File: src/hw/runner_pkg.sv
package runner_pkg;

	// tick rates, kept small so the game runs quickly in simulation
	localparam int FRAME_CYCLES = 4;  // clocks per frame tick
	localparam int MOVE_FRAMES  = 2;  // frame ticks per movement tick
	localparam int SPAWN_MOVES  = 20; // movement ticks between spawns
	localparam int SCORE_FRAMES = 8;  // frame ticks per score step

	localparam int NUM_SLOTS = 4;

	// counter widths derived from the rates above
	localparam int CYCLE_W = $clog2(FRAME_CYCLES);
	localparam int MOVE_W  = $clog2(MOVE_FRAMES);
	localparam int SPAWN_W = $clog2(SPAWN_MOVES);
	localparam int SCORE_W = $clog2(SCORE_FRAMES);
	localparam int SLOT_W  = $clog2(NUM_SLOTS);

	localparam int X_W = 8;
	localparam int Y_W = 7;

	localparam int FIELD_X      = 160; // entry column at the right edge
	localparam int PLAYER_REACH = 3;

	// top rows of the three obstacle heights, smaller row means taller box
	localparam int TOP_SHORT = 90;
	localparam int TOP_MID   = 70;
	localparam int TOP_TALL  = 60;

	// active-low digit patterns with segment a in bit 0
	localparam logic [0:9][6:0] SEG_DIGITS = '{
		7'b100_0000, // 0
		7'b111_1001,
		7'b010_0100,
		7'b011_0000,
		7'b001_1001,
		7'b001_0010, // 5
		7'b000_0010,
		7'b111_1000,
		7'b000_0000,
		7'b001_1000
	};

	typedef struct packed {
		logic           valid;
		logic [X_W-1:0] x;
		logic [Y_W-1:0] top;
	} obstacle_t;

	typedef obstacle_t [NUM_SLOTS-1:0] obstacles_t;

	typedef struct packed {
		logic [X_W-1:0] x;
		logic [Y_W-1:0] y;
	} player_t;

	typedef struct packed {
		logic           valid;
		logic [Y_W-1:0] top;
	} spawn_t;

	typedef struct packed {
		logic [6:0] ones;
		logic [6:0] tens;
		logic [6:0] hundreds;
	} score_segs_t;

endpackage
File: src/hw/runner_top.sv
module runner_top (
	input  logic                    clock,
	input  logic                    resetn,
	input  runner_pkg::player_t     player,
	output runner_pkg::obstacles_t  obstacles,
	output logic                    game_over,
	output runner_pkg::score_segs_t score_segs
);

	logic               frame_tick;
	logic               move_tick;
	runner_pkg::spawn_t spawn;

	tick_gen i_tick_gen (
		.clock      (clock),
		.resetn     (resetn),
		.game_over  (game_over), // stops every tick
		.frame_tick (frame_tick),
		.move_tick  (move_tick)
	);

	spawn_picker i_spawn_picker (
		.clock     (clock),
		.resetn    (resetn),
		.move_tick (move_tick),
		.spawn     (spawn)
	);

	obstacle_tracker i_obstacle_tracker (
		.clock     (clock),
		.resetn    (resetn),
		.move_tick (move_tick),
		.spawn     (spawn),
		.obstacles (obstacles)
	);

	hit_detector i_hit_detector (
		.clock     (clock),
		.resetn    (resetn),
		.obstacles (obstacles),
		.player    (player),
		.game_over (game_over)
	);

	score_display i_score_display (
		.clock      (clock),
		.resetn     (resetn),
		.frame_tick (frame_tick),
		.score_segs (score_segs)
	);

endmodule

File: src/hw/score_display.sv
module score_display (
	input  logic                    clock,
	input  logic                    resetn,
	input  logic                    frame_tick,
	output runner_pkg::score_segs_t score_segs
);

	logic [runner_pkg::SCORE_W-1:0] frame_cnt;
	logic [3:0]                     ones;
	logic [3:0]                     tens;
	logic [3:0]                     hundreds;
	logic                           group_done;

	function automatic logic [6:0] seg_of(input logic [3:0] digit);
		return (digit <= 4'd9) ? runner_pkg::SEG_DIGITS[digit] : 7'h7f; // blank if not bcd
	endfunction

	assign group_done = frame_tick
		&& frame_cnt == runner_pkg::SCORE_W'(runner_pkg::SCORE_FRAMES - 1);

	// bcd score with carry into the next digit, wraps 999 to 000
	always_ff @(posedge clock or negedge resetn) begin
		if (!resetn) begin
			frame_cnt <= '0;
			ones      <= '0;
			tens      <= '0;
			hundreds  <= '0;
		end else begin
			if (frame_tick)
				frame_cnt <= group_done ? '0 : frame_cnt + 1'b1;
			if (group_done) begin
				if (ones != 4'd9) begin
					ones <= ones + 4'd1;
				end else begin
					ones <= '0;
					if (tens != 4'd9) begin
						tens <= tens + 4'd1;
					end else begin
						tens     <= '0;
						hundreds <= (hundreds == 4'd9) ? 4'd0 : hundreds + 4'd1;
					end
				end
			end
		end
	end

	assign score_segs.ones     = seg_of(ones);
	assign score_segs.tens     = seg_of(tens);
	assign score_segs.hundreds = seg_of(hundreds);

endmodule

File: src/hw/hit_detector.sv
module hit_detector (
	input  logic                   clock,
	input  logic                   resetn,
	input  runner_pkg::obstacles_t obstacles,
	input  runner_pkg::player_t    player,
	output logic                   game_over
);

	logic [runner_pkg::X_W:0] reach_x; // one extra bit so the sum cannot wrap
	logic [runner_pkg::Y_W:0] reach_y;
	logic                     hit;

	assign reach_x = {1'b0, player.x} + (runner_pkg::X_W + 1)'(runner_pkg::PLAYER_REACH);
	assign reach_y = {1'b0, player.y} + (runner_pkg::Y_W + 1)'(runner_pkg::PLAYER_REACH);

	// a box hits when it reaches the player column and its top is above the player
	always_comb begin
		hit = 1'b0;
		for (int i = 0; i < runner_pkg::NUM_SLOTS; i++) begin
			if (obstacles[i].valid && {1'b0, obstacles[i].x} == reach_x
				&& reach_y > {1'b0, obstacles[i].top})
				hit = 1'b1;
		end
	end

	always_ff @(posedge clock or negedge resetn) begin
		if (!resetn)
			game_over <= 1'b0;
		else if (hit)
			game_over <= 1'b1; // held until reset
	end

endmodule

File: src/hw/obstacle_tracker.sv
module obstacle_tracker (
	input  logic                   clock,
	input  logic                   resetn,
	input  logic                   move_tick,
	input  runner_pkg::spawn_t     spawn,
	output runner_pkg::obstacles_t obstacles
);

	runner_pkg::obstacles_t        next_obs;
	logic [runner_pkg::SLOT_W-1:0] reuse_idx;
	logic [runner_pkg::SLOT_W-1:0] free_idx;
	logic [runner_pkg::SLOT_W-1:0] spawn_idx;
	logic                          reuse_hit;
	logic                          free_hit;

	// later slots override earlier ones so the highest index wins
	always_comb begin
		reuse_idx = '0;
		free_idx  = '0;
		reuse_hit = 1'b0;
		free_hit  = 1'b0;
		for (int i = 0; i < runner_pkg::NUM_SLOTS; i++) begin
			if (obstacles[i].valid && obstacles[i].x == '0) begin
				reuse_hit = 1'b1; // leaving slot, can be refilled
				reuse_idx = runner_pkg::SLOT_W'(i);
			end
			if (!obstacles[i].valid) begin
				free_hit = 1'b1;
				free_idx = runner_pkg::SLOT_W'(i);
			end
		end
		spawn_idx = reuse_hit ? reuse_idx : free_idx;
	end

	always_comb begin
		next_obs = obstacles;
		for (int i = 0; i < runner_pkg::NUM_SLOTS; i++) begin
			if (obstacles[i].valid) begin
				if (obstacles[i].x == '0)
					next_obs[i] = '0; // reached the left edge
				else
					next_obs[i].x = obstacles[i].x - 1'b1;
			end
		end
		// with every slot busy and none leaving the spawn is lost
		if (spawn.valid && (reuse_hit || free_hit)) begin
			next_obs[spawn_idx].valid = 1'b1;
			next_obs[spawn_idx].x     = runner_pkg::X_W'(runner_pkg::FIELD_X);
			next_obs[spawn_idx].top   = spawn.top;
		end
	end

	always_ff @(posedge clock or negedge resetn) begin
		if (!resetn)
			obstacles <= '0;
		else if (move_tick)
			obstacles <= next_obs;
	end

	for (genvar i = 0; i < runner_pkg::NUM_SLOTS; i++) begin : g_slot_chk
		idle_slot_zero: assert property (@(posedge clock) disable iff (!resetn)
			!obstacles[i].valid |-> obstacles[i].x == '0);
	end

endmodule

File: src/hw/spawn_picker.sv
module spawn_picker (
	input  logic               clock,
	input  logic               resetn,
	input  logic               move_tick,
	output runner_pkg::spawn_t spawn
);

	logic [runner_pkg::SPAWN_W-1:0] move_cnt;
	logic [1:0]                     height_sel; // free-running mod-3 counter
	logic                           move_last;

	assign move_last = move_cnt == runner_pkg::SPAWN_W'(runner_pkg::SPAWN_MOVES - 1);

	always_ff @(posedge clock or negedge resetn) begin
		if (!resetn) begin
			move_cnt   <= '0;
			height_sel <= '0;
		end else begin
			height_sel <= (height_sel == 2'd2) ? 2'd0 : height_sel + 2'd1;
			if (move_tick)
				move_cnt <= move_last ? '0 : move_cnt + 1'b1;
		end
	end

	// the height is whatever the mod-3 counter shows at the spawn tick
	always_comb begin
		spawn.valid = move_tick && move_last;
		case (height_sel)
			2'd0:    spawn.top = runner_pkg::Y_W'(runner_pkg::TOP_TALL);
			2'd1:    spawn.top = runner_pkg::Y_W'(runner_pkg::TOP_MID);
			2'd2:    spawn.top = runner_pkg::Y_W'(runner_pkg::TOP_SHORT);
			default: spawn.top = '0;
		endcase
	end

	legal_top: assert property (@(posedge clock) disable iff (!resetn)
		spawn.valid |-> spawn.top inside {runner_pkg::TOP_SHORT, runner_pkg::TOP_MID,
			runner_pkg::TOP_TALL});

endmodule

File: src/hw/tick_gen.sv
module tick_gen (
	input  logic clock,
	input  logic resetn,
	input  logic game_over,
	output logic frame_tick,
	output logic move_tick
);

	logic [runner_pkg::CYCLE_W-1:0] cycle_cnt;
	logic [runner_pkg::MOVE_W-1:0]  frame_cnt;
	logic                           cycle_last;
	logic                           frame_last;

	assign cycle_last = cycle_cnt == runner_pkg::CYCLE_W'(runner_pkg::FRAME_CYCLES - 1);
	assign frame_last = frame_cnt == runner_pkg::MOVE_W'(runner_pkg::MOVE_FRAMES - 1);

	// both counters freeze once the game is over
	always_ff @(posedge clock or negedge resetn) begin
		if (!resetn) begin
			cycle_cnt <= '0;
			frame_cnt <= '0;
		end else if (!game_over) begin
			cycle_cnt <= cycle_last ? '0 : cycle_cnt + 1'b1;
			if (cycle_last)
				frame_cnt <= frame_last ? '0 : frame_cnt + 1'b1;
		end
	end

	assign frame_tick = cycle_last && !game_over; // suppressed from the cycle game_over rises
	assign move_tick  = frame_tick && frame_last;

	frame_single: assert property (@(posedge clock) disable iff (!resetn)
		frame_tick |=> !frame_tick);

endmodule

File: config.mk
export PLATFORM = sky130hd
export DESIGN_NAME = runner_top
export DESIGN_NICKNAME = d
export VERILOG_FILES = /design/src/hw/runner_pkg.sv /design/src/hw/runner_top.sv /design/src/hw/score_display.sv /design/src/hw/hit_detector.sv /design/src/hw/obstacle_tracker.sv /design/src/hw/spawn_picker.sv /design/src/hw/tick_gen.sv
export SDC_FILE = /design/constraint.sdc
export NUM_CORES = 1
export LEC_CHECK = 0
export BUFFER_PORTS_ARGS = -buffer_cell sky130_fd_sc_hd__buf_4
export CORE_MARGIN = 1.5
export CORE_UTILIZATION = 54
export CTS_CLUSTER_SIZE = 16
export DETAILED_ROUTE_END_ITERATION = 7
export GPL_TIMING_DRIVEN = 0
export PLACE_DENSITY = 0.76
export SYNTH_ARGS = -nofsm -noshare
export SYNTH_HDL_FRONTEND = slang
export SYNTH_SLANG_ARGS = --single-unit
File: constraint.sdc
create_clock -name clock -period 2.5 [get_ports clock]
set_input_delay 0.375 -clock clock [delete_from_list [all_inputs] [get_ports clock]]
set_output_delay 0.375 -clock clock [all_outputs]
set_load 0.03 [all_outputs]
==> results of run 1 <==
worst max-delay path, stage by stage:
cell and delay (ns):
buf_12 0.08, inv_4 0.03, ha_4 0.17, nor3_4 0.22, xor2_2 0.22, ha_1 0.29
nand3_2 0.08, or2_4 0.12, o2111ai_2 0.09, or4_4 0.56, nor4_4 0.30, nor4_2 0.08
o21bai_1 0.15
cells in the mapped netlist, drive strengths merged (4+ instances only):
| cell type | count | area share [%] |
|---|---|---|
| and2 | 6 | 0.58 |
| nand4 | 10 | 0.96 |
| o211ai | 5 | 0.58 |
| o21ai | 89 | 7.0 |
| xnor2 | 26 | 3.5 |
| or4 | 8 | 1.0 |
| and3 | 5 | 0.48 |
| inv | 58 | 3.4 |
| a22o | 15 | 2.0 |
| mux2 | 6 | 1.0 |
| nor2b | 7 | 0.67 |
| nor2 | 60 | 3.6 |
| nor3 | 25 | 2.0 |
| a21oi | 31 | 2.6 |
| dfrtp | 90 | 35 |
| xor2 | 22 | 3.1 |
| ha | 62 | 12 |
| nand3 | 22 | 1.7 |
| a211oi | 4 | 0.46 |
| nand2 | 66 | 3.9 |
| or2 | 5 | 0.52 |
| clkbuf | 19 | 1.1 |
| buf | 13 | 1.2 |
| or3 | 9 | 0.94 |
| nand2b | 7 | 0.67 |
| a21o | 11 | 1.3 |
| o31ai | 5 | 0.58 |
| nor4 | 13 | 1.6 |
worst min-delay path by stage:
| stage | start | to | slack, ns | cells after the start |
|---|---|---|---|---|
| floorplan | resetn | i_hit_detector.game_over | 0.08 | 0 |
| global placement | i_tick_gen.frame_cnt | i_tick_gen.frame_cnt | 0.47 | 1 |
| detailed placement | i_tick_gen.frame_cnt | i_tick_gen.frame_cnt | 0.47 | 1 |
| CTS | resetn | i_obstacle_tracker.obstacles[17] | 0.30 | 1 |
| global route | resetn | i_obstacle_tracker.obstacles[18] | 0.35 | 1 |
| finish | resetn | i_obstacle_tracker.obstacles[17] | 0.23 | 1 |
layout by cell type (no fill, tap or decap), types with 6 or more instances in the layout:
cell       netlist  final
ha_1            62     60
a21oi_1         30     29
clkbuf_1        18     15
o21ai_1          9     11
o21ai_0         77     75
a22o_1          15     15
nor4_1          11      7
nor3_1          24     21
nor2b_1          7      6
buf_2           10      9
a21o_1          11     11
nand2b_1         7      7
mux2_2           6      6
nand2_1         64     63
xnor2_1         26     24
nand3_1         22     21
xor2_1          21     17
clkbuf_16        0      9
nor2_1          58     55
or3_1            8      8
dfrtp_1         90     88
inv_1           58     56
buf_4            2    117
nand4_1         10     10
metrics by stage:
step	hold WS [ns]	util (%)	instance area, um^2	setup TNS [ns]	setup slack, ns
after floorplan	0.0794	-	6500	0	0.000536
after global placement	0.469	64.0	7400	-8.19	-0.583
after detailed placement	0.474	64.0	7400	-10.92	-0.675
after CTS	0.301	68.1	7880	0	0.00470
after global routing	0.355	70.6	8160	-0.122	-0.0489
final	0.227	70.6	8160	-0.00313	-0.00313
what timing repair did:
item / in CTS / in global routing
resized for setup: 26 / 47
endpoints found under the setup margin: 50 / 53
setup buffers: 8 / 12
pin swaps: 10 / 16
cloned: 0 / 1
registers in the layout (all words and copies together) (netlist names):
signal                        count
i_obstacle_tracker.obstacles     64
i_spawn_picker.move_cnt           5
i_score_display.hundreds          4
i_score_display.ones              4
i_score_display.tens              4
i_score_display.frame_cnt         3
i_spawn_picker.height_sel         2
i_tick_gen.cycle_cnt              2
i_hit_detector.game_over          1
i_tick_gen.frame_cnt              1
final cells by class:
class / instances / area share [%]
buffer: 31 / 1.93
clock buffer: 11 / 2.97
multi-input combinational: 569 / 51.0
sequential: 90 / 27.6
timing repair buffer: 116 / 10.9
inverter: 58 / 2.73
clock inverter: 5 / 0.659
tap: 143 / 2.19
power by group:
part / total, mW / internal, mW / switching (mW)
Clock: 1.37 / 0.799 / 0.569
Sequential: 1.46 / 1.46 / 0
Combinational: 0.327 / 0.134 / 0.192
per-layer routing:
layer | share of wire [%] | routed length (um) | track usage, %
met5 | 0 | 0 | 0
met4 | 3.7 | 687 | 12.7
met3 | 6.7 | 1240 | 4.37
met2 | 47 | 8650 | 47.4
met1 | 43 | 7820 | 37.1
logic make-up (layout without fill, tap and decap cells):
group / count (synthesis) / after routing / synth area share, %
AO/OA/AOI/OAI: 190 / 190 / 18.5
multiplexers: 9 / 9 / 1.50
adder cells (fa/ha/maj): 63 / 63 / 12.1
flip-flops: 90 / 90 / 34.7
XOR/XNOR: 49 / 49 / 6.94
buffers and inverters: 90 / 221 / 5.65
AND/OR/NAND/NOR: 257 / 258 / 20.6
==> key figures, run 1 <==
Pwr
  • Pleak: 3.77 nW
  • Peak supply drop: 0.000327 V
  • PD cells: 386 mW/mm^2
  • Final Power: 3.15 mW

Outcome
  • Status: finished, violations left
  • Failing checks: setup timing

Synth
  • Syn Inst Count: 748
  • Main flop type after synthesis: dfrtp_1
  • Syn Area/Cell: 8.68 um^2
  • EDFF count, synth: 0
  • Cell variety after synth: 72
  • Post-synthesis sequential area ratio: 34.7%
  • Yosys warns: 0
  • Net Count, Synth: 827
  • Synth Cell Area: 0.00649 mm^2
  • FF+latch count, synth: 90
  • FFs w/ async S/R, synth: 100%

Worst setup path
  • Max FO, Critical Path: 5
  • Reg2Reg Depth: 9
  • Critical Path End Type: flop
  • Type of the worst setup path: input pin to flop
  • Register-to-register setup slack: 0.07 ns
  • CP Capture Point: i_hit_detector.game_over
  • WP data arrival: 2.77 ns
  • Critical path launch point: player[0]
  • FF-to-FF End: i_obstacle_tracker.obstacles[38]
  • CP required: 2.77 ns
  • R2r startpoint: i_obstacle_tracker.obstacles[42]
  • Worst setup SP type: input pin

Global routing
  • Grt ovf: 0
  • First-pass GRT wire length: 29.0 mm
  • Vias in the first global route: 5925
  • Total GRT Usage: 28.6%
  • Largest net degree at the start of global routing: 91
  • Antenna violations before repair: 0

Layout
  • Share of layout cells above drive strength 1: 24.4%
  • Synth-to-Final Area Change: 25.8%
  • Filler cell count: 875
  • Sequential cell area: 0.00225 mm^2
  • Finished Layout Cells: 1023
  • Multi-input gate area: 0.00416 mm^2
  • ANT cells: 0
  • Final net count: 954

Route
  • 1st-iter DRT viols: 551
  • Post-Route WL: 18.4 mm
  • Antenna Nets Post-Route: 0
  • Drc violations: 0
  • Via count: 6234
  • Avg WL per Cell: 18.0 um
  • Drt pass-1 iters: 5
  • Avg Vias per Cell: 6.09

Place
  • Placed Cells: 987
  • Dpl hpwl: 13.1 mm
  • GPL Wtd Cong: 0.955
  • Number of port buffers: 96

STA
  • Least-Margin Pin Slew: 1.13 ns
  • Relative slew margins: 24.4%
  • Peak Freq: 399 MHz
  • Final WS setup: -0.00313 ns
  • Slew Viols, Final: 0
  • Unrepaired setup endpoints after global routing: yes
  • Worst clock skew: 0.00487 ns
  • Final setup viols: 1
  • Tmin final: 2.50 ns
  • Final hold vios: 0
  • Period utilization: 100%

Min path
  • Worst hold path type: input pin to async pin

Die
  • Die Wd: 113 um
  • Num rows: 39
  • Total die area: 0.0127 mm^2
  • Core area: 0.0116 mm^2
  • Io pins: 103
  • Die H: 113 um
  • Initial Utilization: 56.1%

Clocking
  • Cts bufs inserted: 9
  • Clock sinks: 90
  • Worst skew pair latency: 0.35 ns
  • CTS clk-pin slew, worst paths: 0.06 ns
  • # hold bufs at CTS: 0
  • H-tree levels: 3
  • Root Driver: clkbuf_16
  • Clock buffer depth: 2
  • CTS tree: yes

Flow run
  • Maxcap violations: 0
No activity file was read; power rests on OpenSTA's default activity.
==> run 2: changes to the inputs <==
- RECOVER_POWER: not set -> 50
==> key figures, run 2 (synthesis gave the netlist of run 1 again) <==
STA
  • Relative slew margins: -34.3% (was 24.4%)
  • Final WS setup: -0.00779 ns (was -0.00313 ns)
  • Unrepaired setup endpoints after global routing: yes (unchanged)
  • Peak Freq: 399 MHz (about the same)
  • WHS: 0.389 ns (was 0.227 ns)
  • Final setup viols: 1 (unchanged)
  • Least-Margin Pin Slew: 2.01 ns (was 1.13 ns)
  • Tmin final: 2.51 ns (was 2.50 ns)
  • Final hold vios: 0 (unchanged)
  • Slew Viols, Final: 91 (was 0)
  • Period utilization: 100% (about the same)
  • Worst clock skew: 0.00657 ns (was 0.00487 ns)

Layout
  • Synth-to-Final Area Change: 23.8% (was 25.8%)
  • Sequential cell area: 0.00225 mm^2 (unchanged)
  • Filler cell count: 903 (was 875)
  • Share of layout cells above drive strength 1: 20.6% (was 24.4%)
  • Commonest cells after routing, fill and taps aside: dfrtp_1 (88), buf_4 (82), o21ai_0 (75) (was buf_4 (117), dfrtp_1 (88), o21ai_0 (75))
  • Reg with most FFs: i_obstacle_tracker.obstacles (unchanged)
  • Final net count: 954 (unchanged)
  • Commonest non-fill, non-tap cell in the layout: dfrtp_1 (was buf_4)
  • ANT cells: 0 (unchanged)
  • Top flop regs: i_obstacle_tracker.obstacles x64, i_spawn_picker.move_cnt x5 (unchanged)
  • Largest register FFs: 64 (unchanged)
  • Multi-input gate area: 0.00416 mm^2 (unchanged)

Global routing
  • Total GRT Usage: 28.6% (unchanged)
  • Vias in the first global route: 5925 (unchanged)
  • Grt ovf: 0 (unchanged)
  • Antenna violations before repair: 0 (unchanged)
  • First-pass GRT wire length: 29.0 mm (unchanged)
  • Largest net degree at the start of global routing: 91 (unchanged)

Pwr
  • PD cells: 392 mW/mm^2 (was 386 mW/mm^2)
  • Peak supply drop: 0.000326 V (was 0.000327 V)
  • Pleak: 3.63 nW (was 3.77 nW)

Clocking
  • Clock buffer depth: 2 (unchanged)
  • CTS tree: yes (unchanged)
  • Worst skew pair latency: 0.35 ns (about the same)
  • Cts bufs inserted: 9 (unchanged)
  • # hold bufs at CTS: 0 (unchanged)
  • Root Driver: clkbuf_16 (unchanged)
  • H-tree levels: 3 (unchanged)
  • CTS clk-pin slew, worst paths: 0.06 ns (about the same)
  • Clock sinks: 90 (unchanged)

Min path
  • Hold Path Origin: player[14]
  • Worst hold path type: input pin to flop (was input pin to async pin)
  • Worst hold endpoint: i_hit_detector.game_over
  • Hold Crit Depth: 3

Worst setup path
  • WP buf/inv: 4 (was 2)
  • R2r startpoint: i_obstacle_tracker.obstacles[42] (unchanged)
  • Register-to-register setup slack: 0.07 ns (about the same)
  • Slowest cell delay on critical path: 0.28 ns (was 0.56 ns)
  • Critical Path End Type: flop (unchanged)
  • Reg2Reg Depth: 9 (unchanged)
  • CP max stage cell: ha_1 (was or4_4)
  • CP top delay family: simple AND/OR/NAND/NOR gates (unchanged)
  • WP data arrival: 2.73 ns (was 2.77 ns)
  • FF-to-FF End: i_obstacle_tracker.obstacles[38] (unchanged)
  • Critical path launch point: player[0] (unchanged)
  • CP required: 2.73 ns (was 2.77 ns)
  • Max FO, Critical Path: 5 (unchanged)
  • Type of the worst setup path: input pin to flop (unchanged)
  • Worst setup SP type: input pin (unchanged)
  • CP Cell Sequence: buf_12 > inv_4 > ha_4 > nor3_4 > xor2_2 > buf_4 > buf_4 > ha_1 > nand3_1 > nor3_1 > o21bai_1 > a21oi_1 > nor4_1 > nor4_2 > o21bai_1 (was buf_12 > inv_4 > ha_4 > nor3_4 > xor2_2 > ha_1 > nand3_2 > or2_4 > o2111ai_2 > or4_4 > nor4_4 > nor4_2 > o21bai_1)

Die
  • Io pins: 103 (unchanged)
  • Total die area: 0.0127 mm^2 (unchanged)
  • Die H: 113 um (unchanged)
  • Die Wd: 113 um (unchanged)
  • Core area: 0.0116 mm^2 (unchanged)
  • Initial Utilization: 56.1% (unchanged)
  • Num rows: 39 (unchanged)

Route
  • Antenna Nets Post-Route: 0 (unchanged)
  • Drt pass-1 iters: 6 (was 5)
  • Avg WL per Cell: 17.9 um (was 18.0 um)
  • Drc violations: 0 (unchanged)
  • 1st-iter DRT viols: 542 (was 551)
  • Post-Route WL: 18.3 mm (was 18.4 mm)
  • Via count: 6177 (was 6234)
  • Avg Vias per Cell: 6.04 (was 6.09)

Outcome
  • Failing checks: capacitance limit, slew limit, setup timing (was setup timing)
  • Status: finished, violations left (unchanged)

Place
  • Dpl hpwl: 13.1 mm (unchanged)
  • Number of port buffers: 96 (unchanged)
  • GPL Wtd Cong: 0.955 (unchanged)
  • Worst slack at placement: -0.675 ns (unchanged)

Flow run
  • Maxcap violations: 1 (was 0)
run 2: worst max path at each step:
| stage | depth (start not counted) | slack [ns] | endpoint |
|---|---|---|---|
| 2_1_floorplan | 12 | 0.0005 | i_hit_detector.game_over |
| 3_3_place_gp | 12 | -0.58 | i_hit_detector.game_over |
| 3_5_place_dp | 12 | -0.68 | i_hit_detector.game_over |
| 4_1_cts | 10 | 0.005 | i_obstacle_tracker.obstacles[45] |
| 5_1_grt | 11 | -0.05 | i_hit_detector.game_over |
| 6_report | 15 | -0.008 | i_hit_detector.game_over |
run 2: repair_timing:
item | in CTS | in global routing
pin swaps | 10 | 16
hold endpoints to repair | 0 | 0
resized for setup | 26 | 47
buffers inserted | 8 | 12
gates cloned | 0 | 1
endpoints found under the setup margin | 50 | 53
run 2: worst min-delay path: cells and delay by family:
kind,cells,cell delay (ns)
AOI/OAI and AO/OA,1,0.06
buffers and inverters,1,0.11
and+or+nand+nor,1,0.15
run 2: metrics by stage:
stage	instances	TNS [ns]	cell area (um^2)	power (mW)	util (%)
after global placement	987	-8.19	7400	1.74	64.0
after global routing	1023	-0.184	8030	3.24	69.4
after floorplan	748	0	6500	1.66	-
after detailed placement	987	-10.92	7400	1.76	64.0
after CTS	1010	0	7880	3.12	68.1
final	1023	-0.00779	8030	3.15	69.4
run 2: area by class of cell:
cell class                 count  share of cell area [%]
buffer                        31                    1.96
clock inverter                 5                   0.670
sequential                    90                    28.1
clock buffer                  11                    3.02
multi-input combinational    569                    51.8
inverter                      58                    2.77
tap                          143                    2.23
timing repair buffer         116                    9.47
run 2: where the power goes:
group          internal, mW  switching (mW)
Clock                 0.799           0.567
Combinational         0.134           0.192
Sequential             1.46               0
Total                  2.39           0.758
run 2: layer usage:
metal	vias up	wire length, um	track usage [%]
li1	2908	-	-
met1	2944	7690	37.1
met2	278	8750	47.4
met3	47	1300	4.37
met4	0	575	12.7
met5	-	0	0
==> run 3: changes to the inputs <==
- RECOVER_POWER: 50 -> 100
- REMOVE_ABC_BUFFERS: not set -> 1
==> key figures, run 3 (synthesis gave the netlist of run 1 again) <==
Clocking
  • Root Driver: clkbuf_16 (unchanged)
  • # hold bufs at CTS: 0 (unchanged)
  • Worst skew pair latency: 0.35 ns (about the same)
  • Cts bufs inserted: 9 (unchanged)
  • CTS clk-pin slew, worst paths: 0.07 ns (was 0.06 ns)
  • Clock sinks: 90 (unchanged)
  • CTS tree: yes (unchanged)
  • Clock buffer depth: 2 (unchanged)
  • H-tree levels: 3 (unchanged)

Global routing
  • Total GRT Usage: 28.8% (was 28.6%)
  • Grt ovf: 0 (unchanged)
  • Antenna violations before repair: 1 (was 0)
  • First-pass GRT wire length: 29.1 mm (was 29.0 mm)
  • Largest net degree at the start of global routing: 91 (unchanged)
  • Vias in the first global route: 5895 (was 5925)

STA
  • Worst clock skew: 0.00882 ns (was 0.00657 ns)
  • Period utilization: 98.7% (was 100%)
  • Final hold vios: 0 (unchanged)
  • Tmin final: 2.47 ns (was 2.51 ns)
  • Relative slew margins: -34.3% (about the same)
  • Slew Viols, Final: 91 (unchanged)
  • Final setup viols: 0 (was 1)
  • Unrepaired setup endpoints after global routing: yes (unchanged)
  • Least-Margin Pin Slew: 2.01 ns (about the same)
  • Final WS setup: 0.0315 ns (was -0.00779 ns)
  • Peak Freq: 405 MHz (was 399 MHz)

Outcome
  • Status: finished, violations left (unchanged)
  • Failing checks: capacitance limit, slew limit (was capacitance limit, slew limit, setup timing)

Place
  • GPL Wtd Cong: 0.936 (was 0.955)
  • Number of port buffers: 102 (was 96)
  • Worst slack at placement: -1.57 ns (was -0.675 ns)
  • Placed Cells: 962 (was 987)
  • Dpl hpwl: 12.4 mm (was 13.1 mm)
  • Dpl cell area: 0.00730 mm^2 (was 0.00740 mm^2)

Route
  • 1st-iter DRT viols: 556 (was 542)
  • Avg WL per Cell: 18.2 um (was 17.9 um)
  • Avg Vias per Cell: 6.17 (was 6.04)
  • Drc violations: 0 (unchanged)
  • Post-Route WL: 18.3 mm (about the same)
  • Drt pass-1 iters: 5 (was 6)
  • Via count: 6209 (was 6177)
  • Antenna Nets Post-Route: 0 (unchanged)

Worst setup path
  • CP top delay family: simple AND/OR/NAND/NOR gates (unchanged)
  • CP required: 2.75 ns (was 2.73 ns)
  • Worst setup SP type: flop (was input pin)
  • Reg2Reg Depth: 7 (was 9)
  • CP Capture Point: i_obstacle_tracker.obstacles[58] (was i_hit_detector.game_over)
  • Max FO, Critical Path: 10 (was 5)
  • Worst path depth: 7 (was 15)
  • CP Cell Sequence: or4_4 > nor4_4 > buf_6 > or4_1 > o21ai_2 > or2_2 > o31ai_1 (was buf_12 > inv_4 > ha_4 > nor3_4 > xor2_2 > buf_4 > buf_4 > ha_1 > nand3_1 > nor3_1 > o21bai_1 > a21oi_1 > nor4_1 > nor4_2 > o21bai_1)
  • WP buf/inv: 1 (was 4)
  • Critical path launch point: i_obstacle_tracker.obstacles[41] (was player[0])
  • Register-to-register setup slack: 0.03 ns (was 0.07 ns)
  • Critical Path End Type: flop (unchanged)
  • CP max stage cell: or4_4 (was ha_1)
  • Type of the worst setup path: flop to flop (was input pin to flop)
  • Slowest cell delay on critical path: 0.59 ns (was 0.28 ns)
  • WP data arrival: 2.72 ns (was 2.73 ns)
  • R2r startpoint: i_obstacle_tracker.obstacles[41] (was i_obstacle_tracker.obstacles[42])
  • FF-to-FF End: i_obstacle_tracker.obstacles[58] (was i_obstacle_tracker.obstacles[38])

Layout
  • Top flop regs: i_obstacle_tracker.obstacles x64, i_spawn_picker.move_cnt x5 (unchanged)
  • Util after Layout: 68.9% (was 69.4%)
  • Reg with most FFs: i_obstacle_tracker.obstacles (unchanged)
  • Synth-to-Final Area Change: 22.7% (was 23.8%)
  • Final net count: 937 (was 954)
  • Largest register FFs: 64 (unchanged)
  • Share of layout cells above drive strength 1: 18.5% (was 20.6%)
  • Commonest cells after routing, fill and taps aside: dfrtp_1 (88), o21ai_0 (76), buf_4 (67) (was dfrtp_1 (88), buf_4 (82), o21ai_0 (75))
  • Cell area after layout: 0.00796 mm^2 (was 0.00803 mm^2)
  • Finished Layout Cells: 1007 (was 1023)
  • Filler cell count: 943 (was 903)
  • Commonest non-fill, non-tap cell in the layout: dfrtp_1 (unchanged)

Flow run
  • Maxcap violations: 1 (unchanged)

Pwr
  • Clock power share: 45.3% (was 43.4%)
  • Peak supply drop: 0.000346 V (was 0.000326 V)
  • Switching part of the total: 23.6% (was 24.1%)
  • NetSw: 0.770 mW (was 0.758 mW)
  • Power Internal: 2.49 mW (was 2.39 mW)
  • Comb pwr share: 10.1% (was 10.4%)
  • Pleak: 3.51 nW (was 3.63 nW)
  • Flop pwr share: 44.6% (was 46.3%)
  • PD cells: 410 mW/mm^2 (was 392 mW/mm^2)

Min path
  • Worst hold path type: input pin to flop (unchanged)
  • Hold Crit Depth: 3 (unchanged)

Die
  • Initial Utilization: 56.1% (unchanged)
  • Io pins: 103 (unchanged)
  • Die Wd: 113 um (unchanged)
  • Core area: 0.0116 mm^2 (unchanged)
  • Num rows: 39 (unchanged)
  • Total die area: 0.0127 mm^2 (unchanged)
  • Die H: 113 um (unchanged)
run 3: changes by cell type in the layout (fill, tap and decap cells not counted), moves of 2 or more:
cell      before  now
clkbuf_2       3    0
nand2_1       63   61
ha_1          60   58
buf_2         10    1
xor2_1        17   19
buf_4         82   67
clkbuf_1      49   56
nand2_2        2    4
clkbuf_4       0    2
run 3: worst min path at each step:
stage	startpoint	endpoint	slack (ns)
after floorplan	resetn	i_hit_detector.game_over	0.08
after global placement	i_tick_gen.frame_cnt	i_tick_gen.frame_cnt	0.47
after detailed placement	i_tick_gen.cycle_cnt[1]	i_tick_gen.cycle_cnt[1]	0.50
after CTS	resetn	i_obstacle_tracker.obstacles[43]	0.29
after global routing	player[14]	i_hit_detector.game_over	0.39
final	player[14]	i_hit_detector.game_over	0.39
run 3: power groups by stage:
stage / clock, mW / sequential (mW) / combinational (mW)
finish: 1.48 / 1.46 / 0.330
global route: 1.56 / 1.45 / 0.363
CTS: 1.49 / 1.46 / 0.292
detailed placement: 0 / 1.48 / 0.277
global placement: 0 / 1.48 / 0.264
floorplan: 0 / 1.48 / 0.161
run 3: per-layer routing:
metal  track usage (%)  wire length [um]  vias up
met2              49.3              9040      260
met1              36.4              7730     3029
met4              10.5               393        0
met5                 0                 0        -
met3              5.24              1150       34
li1                  -                 -     2886
run 3: metrics by stage:
| step | hold WS, ns | setup TNS [ns] | power, mW |
|---|---|---|---|
| after floorplan | 0.0794 | -20.59 | 1.65 |
| after CTS | 0.295 | 0 | 3.24 |
| after global placement | 0.472 | -74.05 | 1.75 |
| after global routing | 0.393 | -0.184 | 3.38 |
| after detailed placement | 0.499 | -60.12 | 1.76 |
| final | 0.392 | 0 | 3.26 |
run 3: cell type report:
cell class	count	area, um^2	area share [%]
Antenna cell	1	2.50	0.0314
Clock buffer	11	243	3.05
Timing Repair Buffer	129	796	9.99
Multi-Input combinational cell	570	4190	52.6
Tap cell	143	179	2.25
Sequential cell	90	2250	28.3
Clock inverter	5	77.6	0.974
Inverter	58	223	2.80
run 3: worst reg2reg max path: stages, from the launching register on:
cell and delay (ns):
dfrtp_1 0.46, or4_4 0.59, nor4_4 0.27, buf_6 0.21
or4_1 0.20, o21ai_2 0.11, or2_2 0.31, o31ai_1 0.22
run 3: what timing repair did:
| action | in CTS | in global routing |
|---|---|---|
| setup buffers | 9 | 17 |
| pin swaps | 12 | 15 |
| endpoints found under the setup margin | 66 | 55 |
| gates resized for setup | 34 | 38 |
| cloned | 1 | 1 |
